$ cat config.mk
export PLATFORM = sky130hd
export DESIGN_NAME = fetch_unit
export DESIGN_NICKNAME = d
export VERILOG_FILES = /design/src/common/fetch_pkg.sv /design/src/logic/fetch_unit.sv /design/src/logic/fetch_aligner.sv /design/src/rvc_expander/rvc_expander.sv
export SDC_FILE = /design/constraint.sdc
export NUM_CORES = 1
export LEC_CHECK = 0
export BUFFER_PORTS_ARGS = -buffer_cell sky130_fd_sc_hd__buf_2
export CAP_MARGIN = 5
export CORE_MARGIN = 5
export CORE_UTILIZATION = 50
export CTS_CLUSTER_SIZE = 12
export DETAILED_ROUTE_END_ITERATION = 7
export PLACE_DENSITY = 0.81
export SETUP_SLACK_MARGIN = 0.02
export SLEW_MARGIN = 30
export SYNTH_ARGS = -nofsm -noshare
export SYNTH_HDL_FRONTEND = slang
export SYNTH_SLANG_ARGS = --single-unit
$ cat constraint.sdc
create_clock -name clk -period 6.8 [get_ports clk]
set_input_delay 1.02 -clock clk [delete_from_list [all_inputs] [get_ports clk]]
set_output_delay 1.02 -clock clk [all_outputs]
set_load 0.02 [all_outputs]
$ cat src/common/fetch_pkg.sv
package fetch_pkg;

    // base widths of the fetch path
    localparam int XLEN = 32;
    localparam int HLEN = 16;

    // fetch word, used for address, raw data and final instruction
    typedef logic [XLEN-1:0] fetch_word_t;

    // one halfword of a fetch word
    typedef logic [HLEN-1:0] half_t;

    // trap vector layout
    localparam int TRAP_LEN = 16;
    localparam int TRAP_INST_ADDR_MISALIGNED = 0;
    localparam int TRAP_INST_ACCESS_FAULT = 1;
    localparam int TRAP_INST_PAGE_FAULT = 12;

    typedef logic [TRAP_LEN-1:0] trap_bus_t;

    // addi x0, x0, 0
    localparam fetch_word_t NOP_WORD = 32'h0000_0013;

    // low two bits of a full 32-bit instruction
    localparam logic [1:0] RVC_FULL_MARK = 2'b11;

    // rv32i major opcodes produced by the expander
    localparam logic [6:0] OP_IMM = 7'b0010011;
    localparam logic [6:0] OP_LUI = 7'b0110111;
    localparam logic [6:0] OP_OP = 7'b0110011;
    localparam logic [6:0] OP_JAL = 7'b1101111;
    localparam logic [6:0] OP_JALR = 7'b1100111;

    // compressed quadrants in use
    localparam logic [1:0] RVC_Q1 = 2'b01;
    localparam logic [1:0] RVC_Q2 = 2'b10;

    // quadrant 1 funct3 codes
    localparam logic [2:0] RVC_F3_ADDI = 3'b000;
    localparam logic [2:0] RVC_F3_LI = 3'b010;
    localparam logic [2:0] RVC_F3_LUI = 3'b011;
    localparam logic [2:0] RVC_F3_J = 3'b101;

    // quadrant 2 funct4 codes
    // 1000 holds c.jr and c.mv, split on rs2
    // 1001 holds c.add, c.jalr and c.ebreak
    localparam logic [3:0] RVC_F4_JR_MV = 4'b1000;
    localparam logic [3:0] RVC_F4_ADD = 4'b1001;

    // one compressed halfword seen through its format views
    typedef union packed {
        // immediate format, c.addi / c.li / c.lui
        struct packed {
            logic [2:0] funct3;
            logic       imm_hi;
            logic [4:0] rd;
            logic [4:0] imm_lo;
            logic [1:0] op;
        } ci;
        // register format, c.mv / c.add / c.jr
        struct packed {
            logic [3:0] funct4;
            logic [4:0] rd_rs1;
            logic [4:0] rs2;
            logic [1:0] op;
        } cr;
        // jump format, c.j
        // target bits arrive scrambled
        struct packed {
            logic [2:0]  funct3;
            logic [10:0] target;
            logic [1:0]  op;
        } cj;
    } rvc_half_u;

endpackage
$ cat src/logic/fetch_unit.sv
`timescale 1ns/1ps

module fetch_unit import fetch_pkg::*; (
    input  logic        clk,
    input  logic        rst,
    input  fetch_word_t inst_addr_i,
    input  fetch_word_t if_rdata_i,
    input  logic        if_rdata_valid_i,
    input  logic        if_flush_i,
    input  logic        if_stall_i,
    input  logic        ls_valid_i,
    input  logic        mmu_resp_valid_i,
    input  logic        mmu_page_fault_i,
    output fetch_word_t inst_addr_o,
    output fetch_word_t inst_data_o,
    output logic        is_compressed_o,
    output logic        inst_valid_o,
    output logic        ram_stall_valid_if_o,
    output trap_bus_t   trap_bus_o
);

    // aligner results
    fetch_word_t sel_inst;
    logic        sel_compressed;
    logic        sel_valid;

    // expanded form of the selected low half
    fetch_word_t exp_inst;

    fetch_aligner i_fetch_aligner (
        .clk              (clk),
        .rst              (rst),
        .inst_addr_i      (inst_addr_i),
        .if_rdata_i       (if_rdata_i),
        .if_rdata_valid_i (if_rdata_valid_i),
        .if_flush_i       (if_flush_i),
        .if_stall_i       (if_stall_i),
        .ls_valid_i       (ls_valid_i),
        .sel_inst_o       (sel_inst),
        .sel_compressed_o (sel_compressed),
        .sel_valid_o      (sel_valid),
        .stall_o          (ram_stall_valid_if_o)
    );

    rvc_expander i_rvc_expander (
        .c_inst_i (sel_inst[15:0]),
        .inst_o   (exp_inst)
    );

    // address passes straight to if/id
    assign inst_addr_o = inst_addr_i;

    // sel_inst is already nop when nothing is valid
    assign inst_data_o = sel_compressed ? exp_inst : sel_inst;
    assign is_compressed_o = sel_compressed;
    assign inst_valid_o = sel_valid;

    // page fault from the mmu response is the only live trap source
    always_comb begin
        trap_bus_o = '0;
        trap_bus_o[TRAP_INST_ADDR_MISALIGNED] = 1'b0;
        trap_bus_o[TRAP_INST_ACCESS_FAULT] = 1'b0;
        trap_bus_o[TRAP_INST_PAGE_FAULT] = mmu_resp_valid_i && mmu_page_fault_i;
    end

endmodule

$ cat src/logic/fetch_aligner.sv
`timescale 1ns/1ps

module fetch_aligner import fetch_pkg::*; (
    input  logic        clk,
    input  logic        rst,
    input  fetch_word_t inst_addr_i,
    input  fetch_word_t if_rdata_i,
    input  logic        if_rdata_valid_i,
    input  logic        if_flush_i,
    input  logic        if_stall_i,
    input  logic        ls_valid_i,
    output fetch_word_t sel_inst_o,
    output logic        sel_compressed_o,
    output logic        sel_valid_o,
    output logic        stall_o
);

    // halfword at the fetch address
    half_t cur_half;
    logic  cur_full;

    // held first half of a split instruction
    half_t            held_half;
    logic [XLEN-3:0]  held_idx;
    logic             held_vld;

    logic next_seq;
    logic split_start;
    logic capture;

    // address bit 1 picks the half
    assign cur_half = inst_addr_i[1] ? if_rdata_i[31:16] : if_rdata_i[15:0];
    assign cur_full = (cur_half[1:0] == RVC_FULL_MARK);

    // second word of a split instruction is the next word index
    assign next_seq = held_vld && if_rdata_valid_i &&
                      (inst_addr_i[XLEN-1:2] == held_idx + (XLEN-2)'(1));

    // full instruction starting in the upper half
    assign split_start = if_rdata_valid_i && cur_full && inst_addr_i[1] && !held_vld;

    // back-pressure holds off the capture, word is re-presented
    assign capture = split_start && !if_stall_i;

    // held flag
    always_ff @(posedge clk or posedge rst) begin
        if (rst) begin
            held_vld <= 1'b0;
        end else if (if_flush_i) begin
            held_vld <= 1'b0;
        end else if (capture) begin
            held_vld <= 1'b1;
        end else if (next_seq) begin
            // joined instruction offered this cycle
            held_vld <= 1'b0;
        end
    end

    // held payload, only meaningful while held_vld is set
    always_ff @(posedge clk) begin
        if (capture) begin
            held_half <= cur_half;
            held_idx <= inst_addr_i[XLEN-1:2];
        end
    end

    // instruction choice
    always_comb begin
        sel_inst_o = NOP_WORD;
        sel_compressed_o = 1'b0;
        sel_valid_o = 1'b0;
        if (held_vld) begin
            // low half of the new word completes the instruction
            if (next_seq) begin
                sel_inst_o = {if_rdata_i[15:0], held_half};
                sel_valid_o = 1'b1;
            end
        end else if (if_rdata_valid_i) begin
            if (!cur_full) begin
                // compressed, upper bits zero until expanded
                sel_inst_o = {16'h0000, cur_half};
                sel_compressed_o = 1'b1;
                sel_valid_o = 1'b1;
            end else if (!inst_addr_i[1]) begin
                // aligned full word
                sel_inst_o = if_rdata_i;
                sel_valid_o = 1'b1;
            end
        end
    end

    // stall when nothing to offer or waiting for a second half
    // a load/store in progress owns the memory port
    assign stall_o = (!sel_valid_o || split_start) && !ls_valid_i;

    // a split start never comes with a valid instruction
    a_no_valid_on_split: assert property (
        @(posedge clk) disable iff (rst)
        !(sel_valid_o && split_start)
    ) else $error("aligner offered an instruction on a split start");

    // flush drops the held half by the next cycle
    a_flush_clears_held: assert property (
        @(posedge clk) disable iff (rst)
        if_flush_i |=> !held_vld
    ) else $error("held half survived a flush");

endmodule

$ cat src/rvc_expander/rvc_expander.sv
`timescale 1ns/1ps

module rvc_expander import fetch_pkg::*; (
    input  half_t       c_inst_i,
    output fetch_word_t inst_o
);

    // same halfword, decoded through the view the quadrant selects
    rvc_half_u rvc;

    // sign-extended ci immediate for addi
    logic [11:0] ci_imm12;

    // sign-extended ci immediate for lui upper bits
    logic [19:0] lui_imm20;

    // c.j offset bits 11..1 put back in order
    logic [11:1] j_off;

    assign rvc = c_inst_i;

    assign ci_imm12 = {{7{rvc.ci.imm_hi}}, rvc.ci.imm_lo};
    assign lui_imm20 = {{15{rvc.ci.imm_hi}}, rvc.ci.imm_lo};

    // cj target field holds offset[11|4|9:8|10|6|7|3:1|5]
    assign j_off[11] = rvc.cj.target[10];
    assign j_off[10] = rvc.cj.target[6];
    assign j_off[9:8] = rvc.cj.target[8:7];
    assign j_off[7] = rvc.cj.target[4];
    assign j_off[6] = rvc.cj.target[5];
    assign j_off[5] = rvc.cj.target[0];
    assign j_off[4] = rvc.cj.target[9];
    assign j_off[3:1] = rvc.cj.target[3:1];

    always_comb begin
        // anything not handled below stays illegal
        inst_o = '0;
        case (rvc.ci.op)
            RVC_Q1: begin
                case (rvc.ci.funct3)
                    // addi rd, rd, imm
                    // rd = 0 with imm = 0 is c.nop
                    RVC_F3_ADDI: begin
                        inst_o = {ci_imm12, rvc.ci.rd, 3'b000, rvc.ci.rd, OP_IMM};
                    end
                    // addi rd, x0, imm
                    RVC_F3_LI: begin
                        inst_o = {ci_imm12, 5'd0, 3'b000, rvc.ci.rd, OP_IMM};
                    end
                    // lui rd, imm
                    // rd = 2 is c.addi16sp, zero imm is reserved
                    RVC_F3_LUI: begin
                        if (rvc.ci.rd != 5'd0 && rvc.ci.rd != 5'd2 &&
                            {rvc.ci.imm_hi, rvc.ci.imm_lo} != 6'd0) begin
                            inst_o = {lui_imm20, rvc.ci.rd, OP_LUI};
                        end
                    end
                    // jal x0, offset
                    RVC_F3_J: begin
                        inst_o = {j_off[11], j_off[10:1], j_off[11],
                                  {8{j_off[11]}}, 5'd0, OP_JAL};
                    end
                    default: begin
                        inst_o = '0;
                    end
                endcase
            end
            RVC_Q2: begin
                case (rvc.cr.funct4)
                    RVC_F4_JR_MV: begin
                        if (rvc.cr.rs2 == 5'd0) begin
                            // jalr x0, 0(rs1)
                            // rs1 = 0 is reserved
                            if (rvc.cr.rd_rs1 != 5'd0) begin
                                inst_o = {12'h000, rvc.cr.rd_rs1, 3'b000, 5'd0, OP_JALR};
                            end
                        end else begin
                            // add rd, x0, rs2
                            inst_o = {7'b0000000, rvc.cr.rs2, 5'd0, 3'b000,
                                      rvc.cr.rd_rs1, OP_OP};
                        end
                    end
                    RVC_F4_ADD: begin
                        // add rd, rd, rs2
                        // rs2 = 0 is c.jalr or c.ebreak, not supported
                        if (rvc.cr.rs2 != 5'd0) begin
                            inst_o = {7'b0000000, rvc.cr.rs2, rvc.cr.rd_rs1, 3'b000,
                                      rvc.cr.rd_rs1, OP_OP};
                        end
                    end
                    default: begin
                        inst_o = '0;
                    end
                endcase
            end
            default: begin
                inst_o = '0;
            end
        endcase
    end

    // expanded word is illegal zero or a full 32-bit encoding
    always_comb begin
        a_full_or_zero: assert (inst_o == '0 || inst_o[1:0] == RVC_FULL_MARK)
            else $error("expander produced a non 32-bit encoding");
    end

endmodule

; ---- Yosys cells after proc, flatten, opt, wreduce, memory -nomap -nowiden
; Index checks and enable logic that the tools add are counted.
[word_totals]
out_inout_bits = 83
reg_bits = 47
wordCells = 60
input_bits = 72
[op_classes]
reduce_logical = 21
addsub = 1
n_eq_ne = 10
muxes = 25
[ops]
columns = operator, n
row1 = two-way mux 32 bit, 7
row2 = one-hot mux 32 bit (2 select lines), 2
row3 = one-hot mux 32 bit (4 select lines), 1
row4 = two-way mux 25 bit, 2
row5 = "adder 30 x 1 -> 30 bit, second input constant", 1
row6 = equality test 30 bit, 1
row7 = two-way mux 20 bit, 1
row8 = two-way mux 16 bit, 1
row9 = two-way mux 1 bit, 11
row10 = logical AND 1 bit, 10
row11 = nonzero test 5 bit, 2
row12 = "equality test 4 bit, second input constant", 2
row13 = "equality test 3 x 2 -> 1 bit, second input constant", 2
row14 = nonzero test 6 bit, 1
row15 = logical NOT 5 bit, 1
row16 = "!= test 5 x 2 -> 1 bit, second input constant", 1
row17 = "equality test 2 bit, second input constant", 2
row18 = logical NOT 1 bit, 4
row19 = "equality test 3 bit, second input constant", 1
row20 = logical NOT 3 bit, 1
row21 = nonzero test 3 bit, 1
row22 = "equality test 2 x 1 -> 1 bit, second input constant", 1
row23 = logical OR 1 bit, 1

; ---- Logic depth before layout (Yosys ltp)
[logic_depth]
ltp_word = 12
mapped_depth = 20
depth_no_buf = 18

; ---- Modules after synthesis
; From an unflattened synthesis, not the netlist that was laid out.
[hier_totals]
cells_unflattened = 485
hier_area_um2 = 4842.1
[by_module_without_submodules]
columns = module, seq_area_each_um2, area_per_inst_um2, n_inst, cells_per_inst
row1 = fetch_aligner, 1406.3, 3234.4, 1, 292
row2 = fetch_unit, 0.0, 907.1, 1, 85
row3 = rvc_expander, 0.0, 700.7, 1, 108

; ---- Worst setup path after synthesis
; OpenSTA, ideal clock, no wires.
[synth_path]
path_type = in2out
startpoint = input inst_addr_i[5]
endpoint = output inst_data_o[15]
path_buffers = 1
required_ns = 5.780
path_stages = 17
t_arrival_ns = 4.376
slack_ns = 1.404
path_cell_list = xnor2_1 > xnor2_1 > nand4_1 > nor4_1 > o2111a_1 > and4b_1 > clkbuf_1 > nand3_1 > o21a_1 > ha_1 > nand3b_1 > nor3_1 > nand2_1 > nor2_1 > mux2i_1 > a21boi_0 > o221ai_1
[synth_between]
elab_chain_cells = 11
elab_cells_between_ends = 27
classes_between = eq/ne (9) / mux (10) / reduce/logical (8)
[synth_lines]
columns = element, line_no
row1 = from (decl), fetch_unit.sv:6  ; input fetch_word_t inst_addr_i,
row2 = equality test 30 bit *, fetch_aligner.sv:37  ; (inst_addr_i[XLEN-1:2] == held_idx + (XLEN-2)'(1));
row3 = logical AND 1 bit *, fetch_aligner.sv:36  ; assign next_seq = held_vld && if_rdata_valid_i &&
row4 = two-way mux 32 bit *, fetch_aligner.sv:74  ; if (next_seq) begin
row5 = two-way mux 32 bit *, fetch_aligner.sv:72  ; if (held_vld) begin
row6 = != test 5 x 2 -> 1 bit / nonzero test 5 bit (equally long branches), "rvc_expander.sv:53, rvc_expander.sv:74"
row7 = logical AND 1 bit (2 in series), rvc_expander.sv:53  ; if (rvc.ci.rd != 5'd0 && rvc.ci.rd != 5'd2 &&
row8 = two-way mux 32 bit, rvc_expander.sv:53
row9 = one-hot mux 32 bit (4 select lines), rvc_expander.sv:40  ; case (rvc.ci.funct3)
row10 = one-hot mux 32 bit (2 select lines), rvc_expander.sv:38  ; case (rvc.ci.op)
row11 = two-way mux 32 bit *, fetch_unit.sv:54  ; assign inst_data_o = sel_compressed ? exp_inst : sel_inst;
row12 = to (decl), fetch_unit.sv:15  ; output fetch_word_t inst_data_o,
; Every way passes the cells marked *; elsewhere a longest branch is shown, timed or not.

; ---- Worst setup path after layout
[layout_path]
startpoint = register i_fetch_aligner.held_idx[0]
endpoint = output inst_data_o[16]
[layout_between]
elab_chain_cells = 12
elab_cells_between_ends = 28
classes_between = add/sub (1) / eq/ne (9) / mux (10) / reduce/logical (8)
[layout_lines]
columns = element, line_no
row1 = from (decl), fetch_aligner.sv:24  ; logic [XLEN-3:0] held_idx;
row2 = from (signal assigned), fetch_aligner.sv:63  ; held_idx <= inst_addr_i[XLEN-1:2];
row3 = adder 30 x 1 -> 30 bit *, fetch_aligner.sv:37
row4 = equality test 30 bit *, fetch_aligner.sv:37
row5 = logical AND 1 bit *, fetch_aligner.sv:36
row6 = two-way mux 32 bit *, fetch_aligner.sv:74
row7 = two-way mux 32 bit *, fetch_aligner.sv:72
row8 = != test 5 x 2 -> 1 bit / nonzero test 5 bit (equally long branches), "rvc_expander.sv:53, rvc_expander.sv:74"
row9 = logical AND 1 bit (2 in series), rvc_expander.sv:53
row10 = two-way mux 32 bit, rvc_expander.sv:53
row11 = one-hot mux 32 bit (4 select lines), rvc_expander.sv:40
row12 = one-hot mux 32 bit (2 select lines), rvc_expander.sv:38
row13 = two-way mux 32 bit *, fetch_unit.sv:54
; Marks and branches as above.

==> results.json <==
{
  "p_leak_nw": 2.01,
  "vias_per_cell": 6.25,
  "worstSetupEndpointType": "output port",
  "run_status": "finished clean",
  "critPathLaunch": "i_fetch_aligner.held_idx[0]",
  "ff2ff_setup_slack_ns": 3.55,
  "ys_async_sr_fraction": 0.0213,
  "dr_total_vias": 4392,
  "setup_ws_ns": 0.441,
  "cts_root_buffer": "clkbuf_8",
  "maxCapViolCount": 0,
  "die-area_um2": 10800,
  "clk_pin_slew_ns": 0.10,
  "finalSetupViolCount": 0,
  "drive_gt1_frac": 0.299,
  "slew_headroom": 0.434,
  "power.total_mw": 0.700,
  "cts.sinks": 47,
  "final_nets": 669,
  "antenna_cells": 0,
  "hold_viol_final": 0,
  "power_density_nw_per_um2": 141,
  "synthesis.area_um2": 4400,
  "criticalPathCategory": "reg -> out",
  "port_buffers": 137,
  "timing.rr.end": "i_fetch_aligner.held_vld",
  "grt_first_pass_wirelength_mm": 21.5,
  "synth_top_area_frac": 0.314,
  "cts_tree": "done",
  "core_um2": 8640,
  "grt_overflow_total": 0,
  "ant_nets": 0,
  "start_util": 0.510,
  "synthCells": 498,
  "yosysUniqueCellTypes": 68,
  "rsz0062_at_grt": "false",
  "multi_input_area_um2": 2580,
  "slew_violations": 0,
  "clock_skew_ns": 0.00918,
  "ioPinCount": 155,
  "synth.most_common_cell": "buf_4",
  "drtIter0Drc": 322,
  "synth_seq_cells": 47,
  "htreeDepth": 2,
  "yosys_warnings": 0,
  "arrival_ns": 5.34,
  "numCtsBuffers": 5,
  "fp.dieH_um": 104,
  "finalSetupTns_ns": 0,
  "hold_path_class": "in -> async",
  "crit_path_max_fanout": 14,
  "start_kind": "flop",
  "reg2reg_depth": 10,
  "pre_cts_ws_ns": 0.860,
  "avgSynthCellArea_um2": 8.84,
  "synth_edf_count": 46,
  "grt_pass1_vias": 4113,
  "ys_top_cells_by_count": "buf_4, edfxtp_1, nor2_1",
  "antenna_found_initial": 0,
  "synth_ff_type": "edfxtp_1",
  "regArea_um2": 1410,
  "grt_max_degree": 48,
  "clock_latency_ns": 0.32,
  "die_w_um": 104,
  "wl_per_cell_um": 19.6,
  "drc": 0,
  "track_usage": 0.239,
  "syn_to_final_growth_pct": 13.1,
  "synth.area.top_cells": "edfxtp_1, buf_4, xnor2_1, a21oi_1, nor2_1",
  "required_ns": 5.78,
  "drt_wl_total_mm": 13.8,
  "post-route-period-util": 0.935,
  "rows": 34,
  "place_congestion": 0.951,
  "hpwl_mm": 10.7,
  "r2r-start": "i_fetch_aligner.held_idx[0]",
  "post-synth-top-area-cell": "edfxtp_1",
  "clock_path_buffers": 2,
  "finalCriticalPeriod_ns": 6.36,
  "hold_buffers": 0,
  "first_pass_iters": 6,
  "fmax_mhz": 157,
  "tightest_slew_ns": 0.841,
  "fillerInstances": 802,
  "yosysSeqAreaShare": 0.319,
  "ir_worst_vdd_mv": 0.0946
}
[flip-flops by register name (all words and copies together), names as in the netlist]
register,cells
i_fetch_aligner.held_vld,1
i_fetch_aligner.held_idx,30
i_fetch_aligner.held_half,16
[power breakdown]
part | internal, mW | switching (mW) | total [mW]
combinational | 0.0690 | 0.124 | 0.193
sequential | 0.322 | 0.00333 | 0.326
clock | 0.0742 | 0.107 | 0.182
total | 0.465 | 0.235 | 0.700
[what timing repair did]
action / 4_1_cts / 5_1_grt
endpoints found under the setup margin: 0 / 2
gates resized for setup: 0 / 1
hold endpoints to repair: 0 / 0
buffers inserted: 0 / 0
[metrics by stage]
stage	util	hold slack [ns]	cells	instance area [µm²]
2_1_floorplan	-	0.533	512	4450
3_3_place_gp	0.565	0.634	695	4880
3_5_place_dp	0.565	0.622	695	4880
4_1_cts	0.576	0.524	703	4970
5_1_grt	0.577	0.514	703	4980
6_report	0.577	0.523	703	4980
[routing by layer]
layer / global-route usage / routed length (µm)
met5: 0 / 0
met2: 0.375 / 6340
met3: 0.0491 / 1260
met1: 0.338 / 5850
met4: 0.0601 / 304
[critical path, stage by stage, from the launching register on]
cell and delay, ns:
edfxtp_1 0.45, ha_1 0.23, nand3_1 0.26, nor3_4 0.39, nand2_1 0.12, or4_1 0.55, nand2_1 0.08, and4b_1 0.55
nand3_1 0.25, o21a_1 0.25, ha_1 0.31, nand3b_1 0.12, nor3_1 0.07, nand2_1 0.23, nor2_1 0.06, mux2i_1 0.19
a21boi_0 0.51, o221ai_1 0.19, buf_2 0.20
[cell usage in the layout (no fill, tap or decap), drive strengths merged, types with 6 or more instances in the layout]
cell type and n:
o211ai 17, nand2b 6, conb 15, a22oi 15
nor4 11, inv 8, a21oi 27, nand3 23
nand4 12, nand2 29, nor3 15, nor2b 13
a21o 10, and2 6, a41oi 7, clkbuf 6
nor2 35, edfxtp 46, buf 143, and3 6
xor2 13, xnor2 23, nand3b 6, mux2 8
or2 6, o21ai 16
[logic make-up after synthesis]
family	count (synthesis)	synth area share
xor gates and xnor gates	36	0.0716
buffers and inverters	77	0.108
other	1	0.000852
adders and majority gates	3	0.00853
muxes	12	0.0296
AOI/OAI and AO/OA	136	0.227
and+or+nand+nor	186	0.235
DFF	47	0.319
[cell type report]
cell class                      instances  share of cell area
Multi-Input combinational cell        388               0.519
Sequential cell                        47               0.282
Timing Repair Buffer                  143               0.147
Tap cell                              108              0.0271
Clock buffer                            6              0.0146
Inverter                                9             0.00678
Clock inverter                          2             0.00352
[worst max path at each step]
stage,cells after the start,slack [ns],to
after floorplan,17,1.40,inst_data_o[15]
after global placement,18,1.02,inst_data_o[16]
after detailed placement,18,0.86,inst_data_o[16]
after CTS,18,0.47,inst_data_o[16]
after global routing,18,0.08,inst_data_o[15]
final,18,0.44,inst_data_o[16]
(Power assumes the default switching activity.)
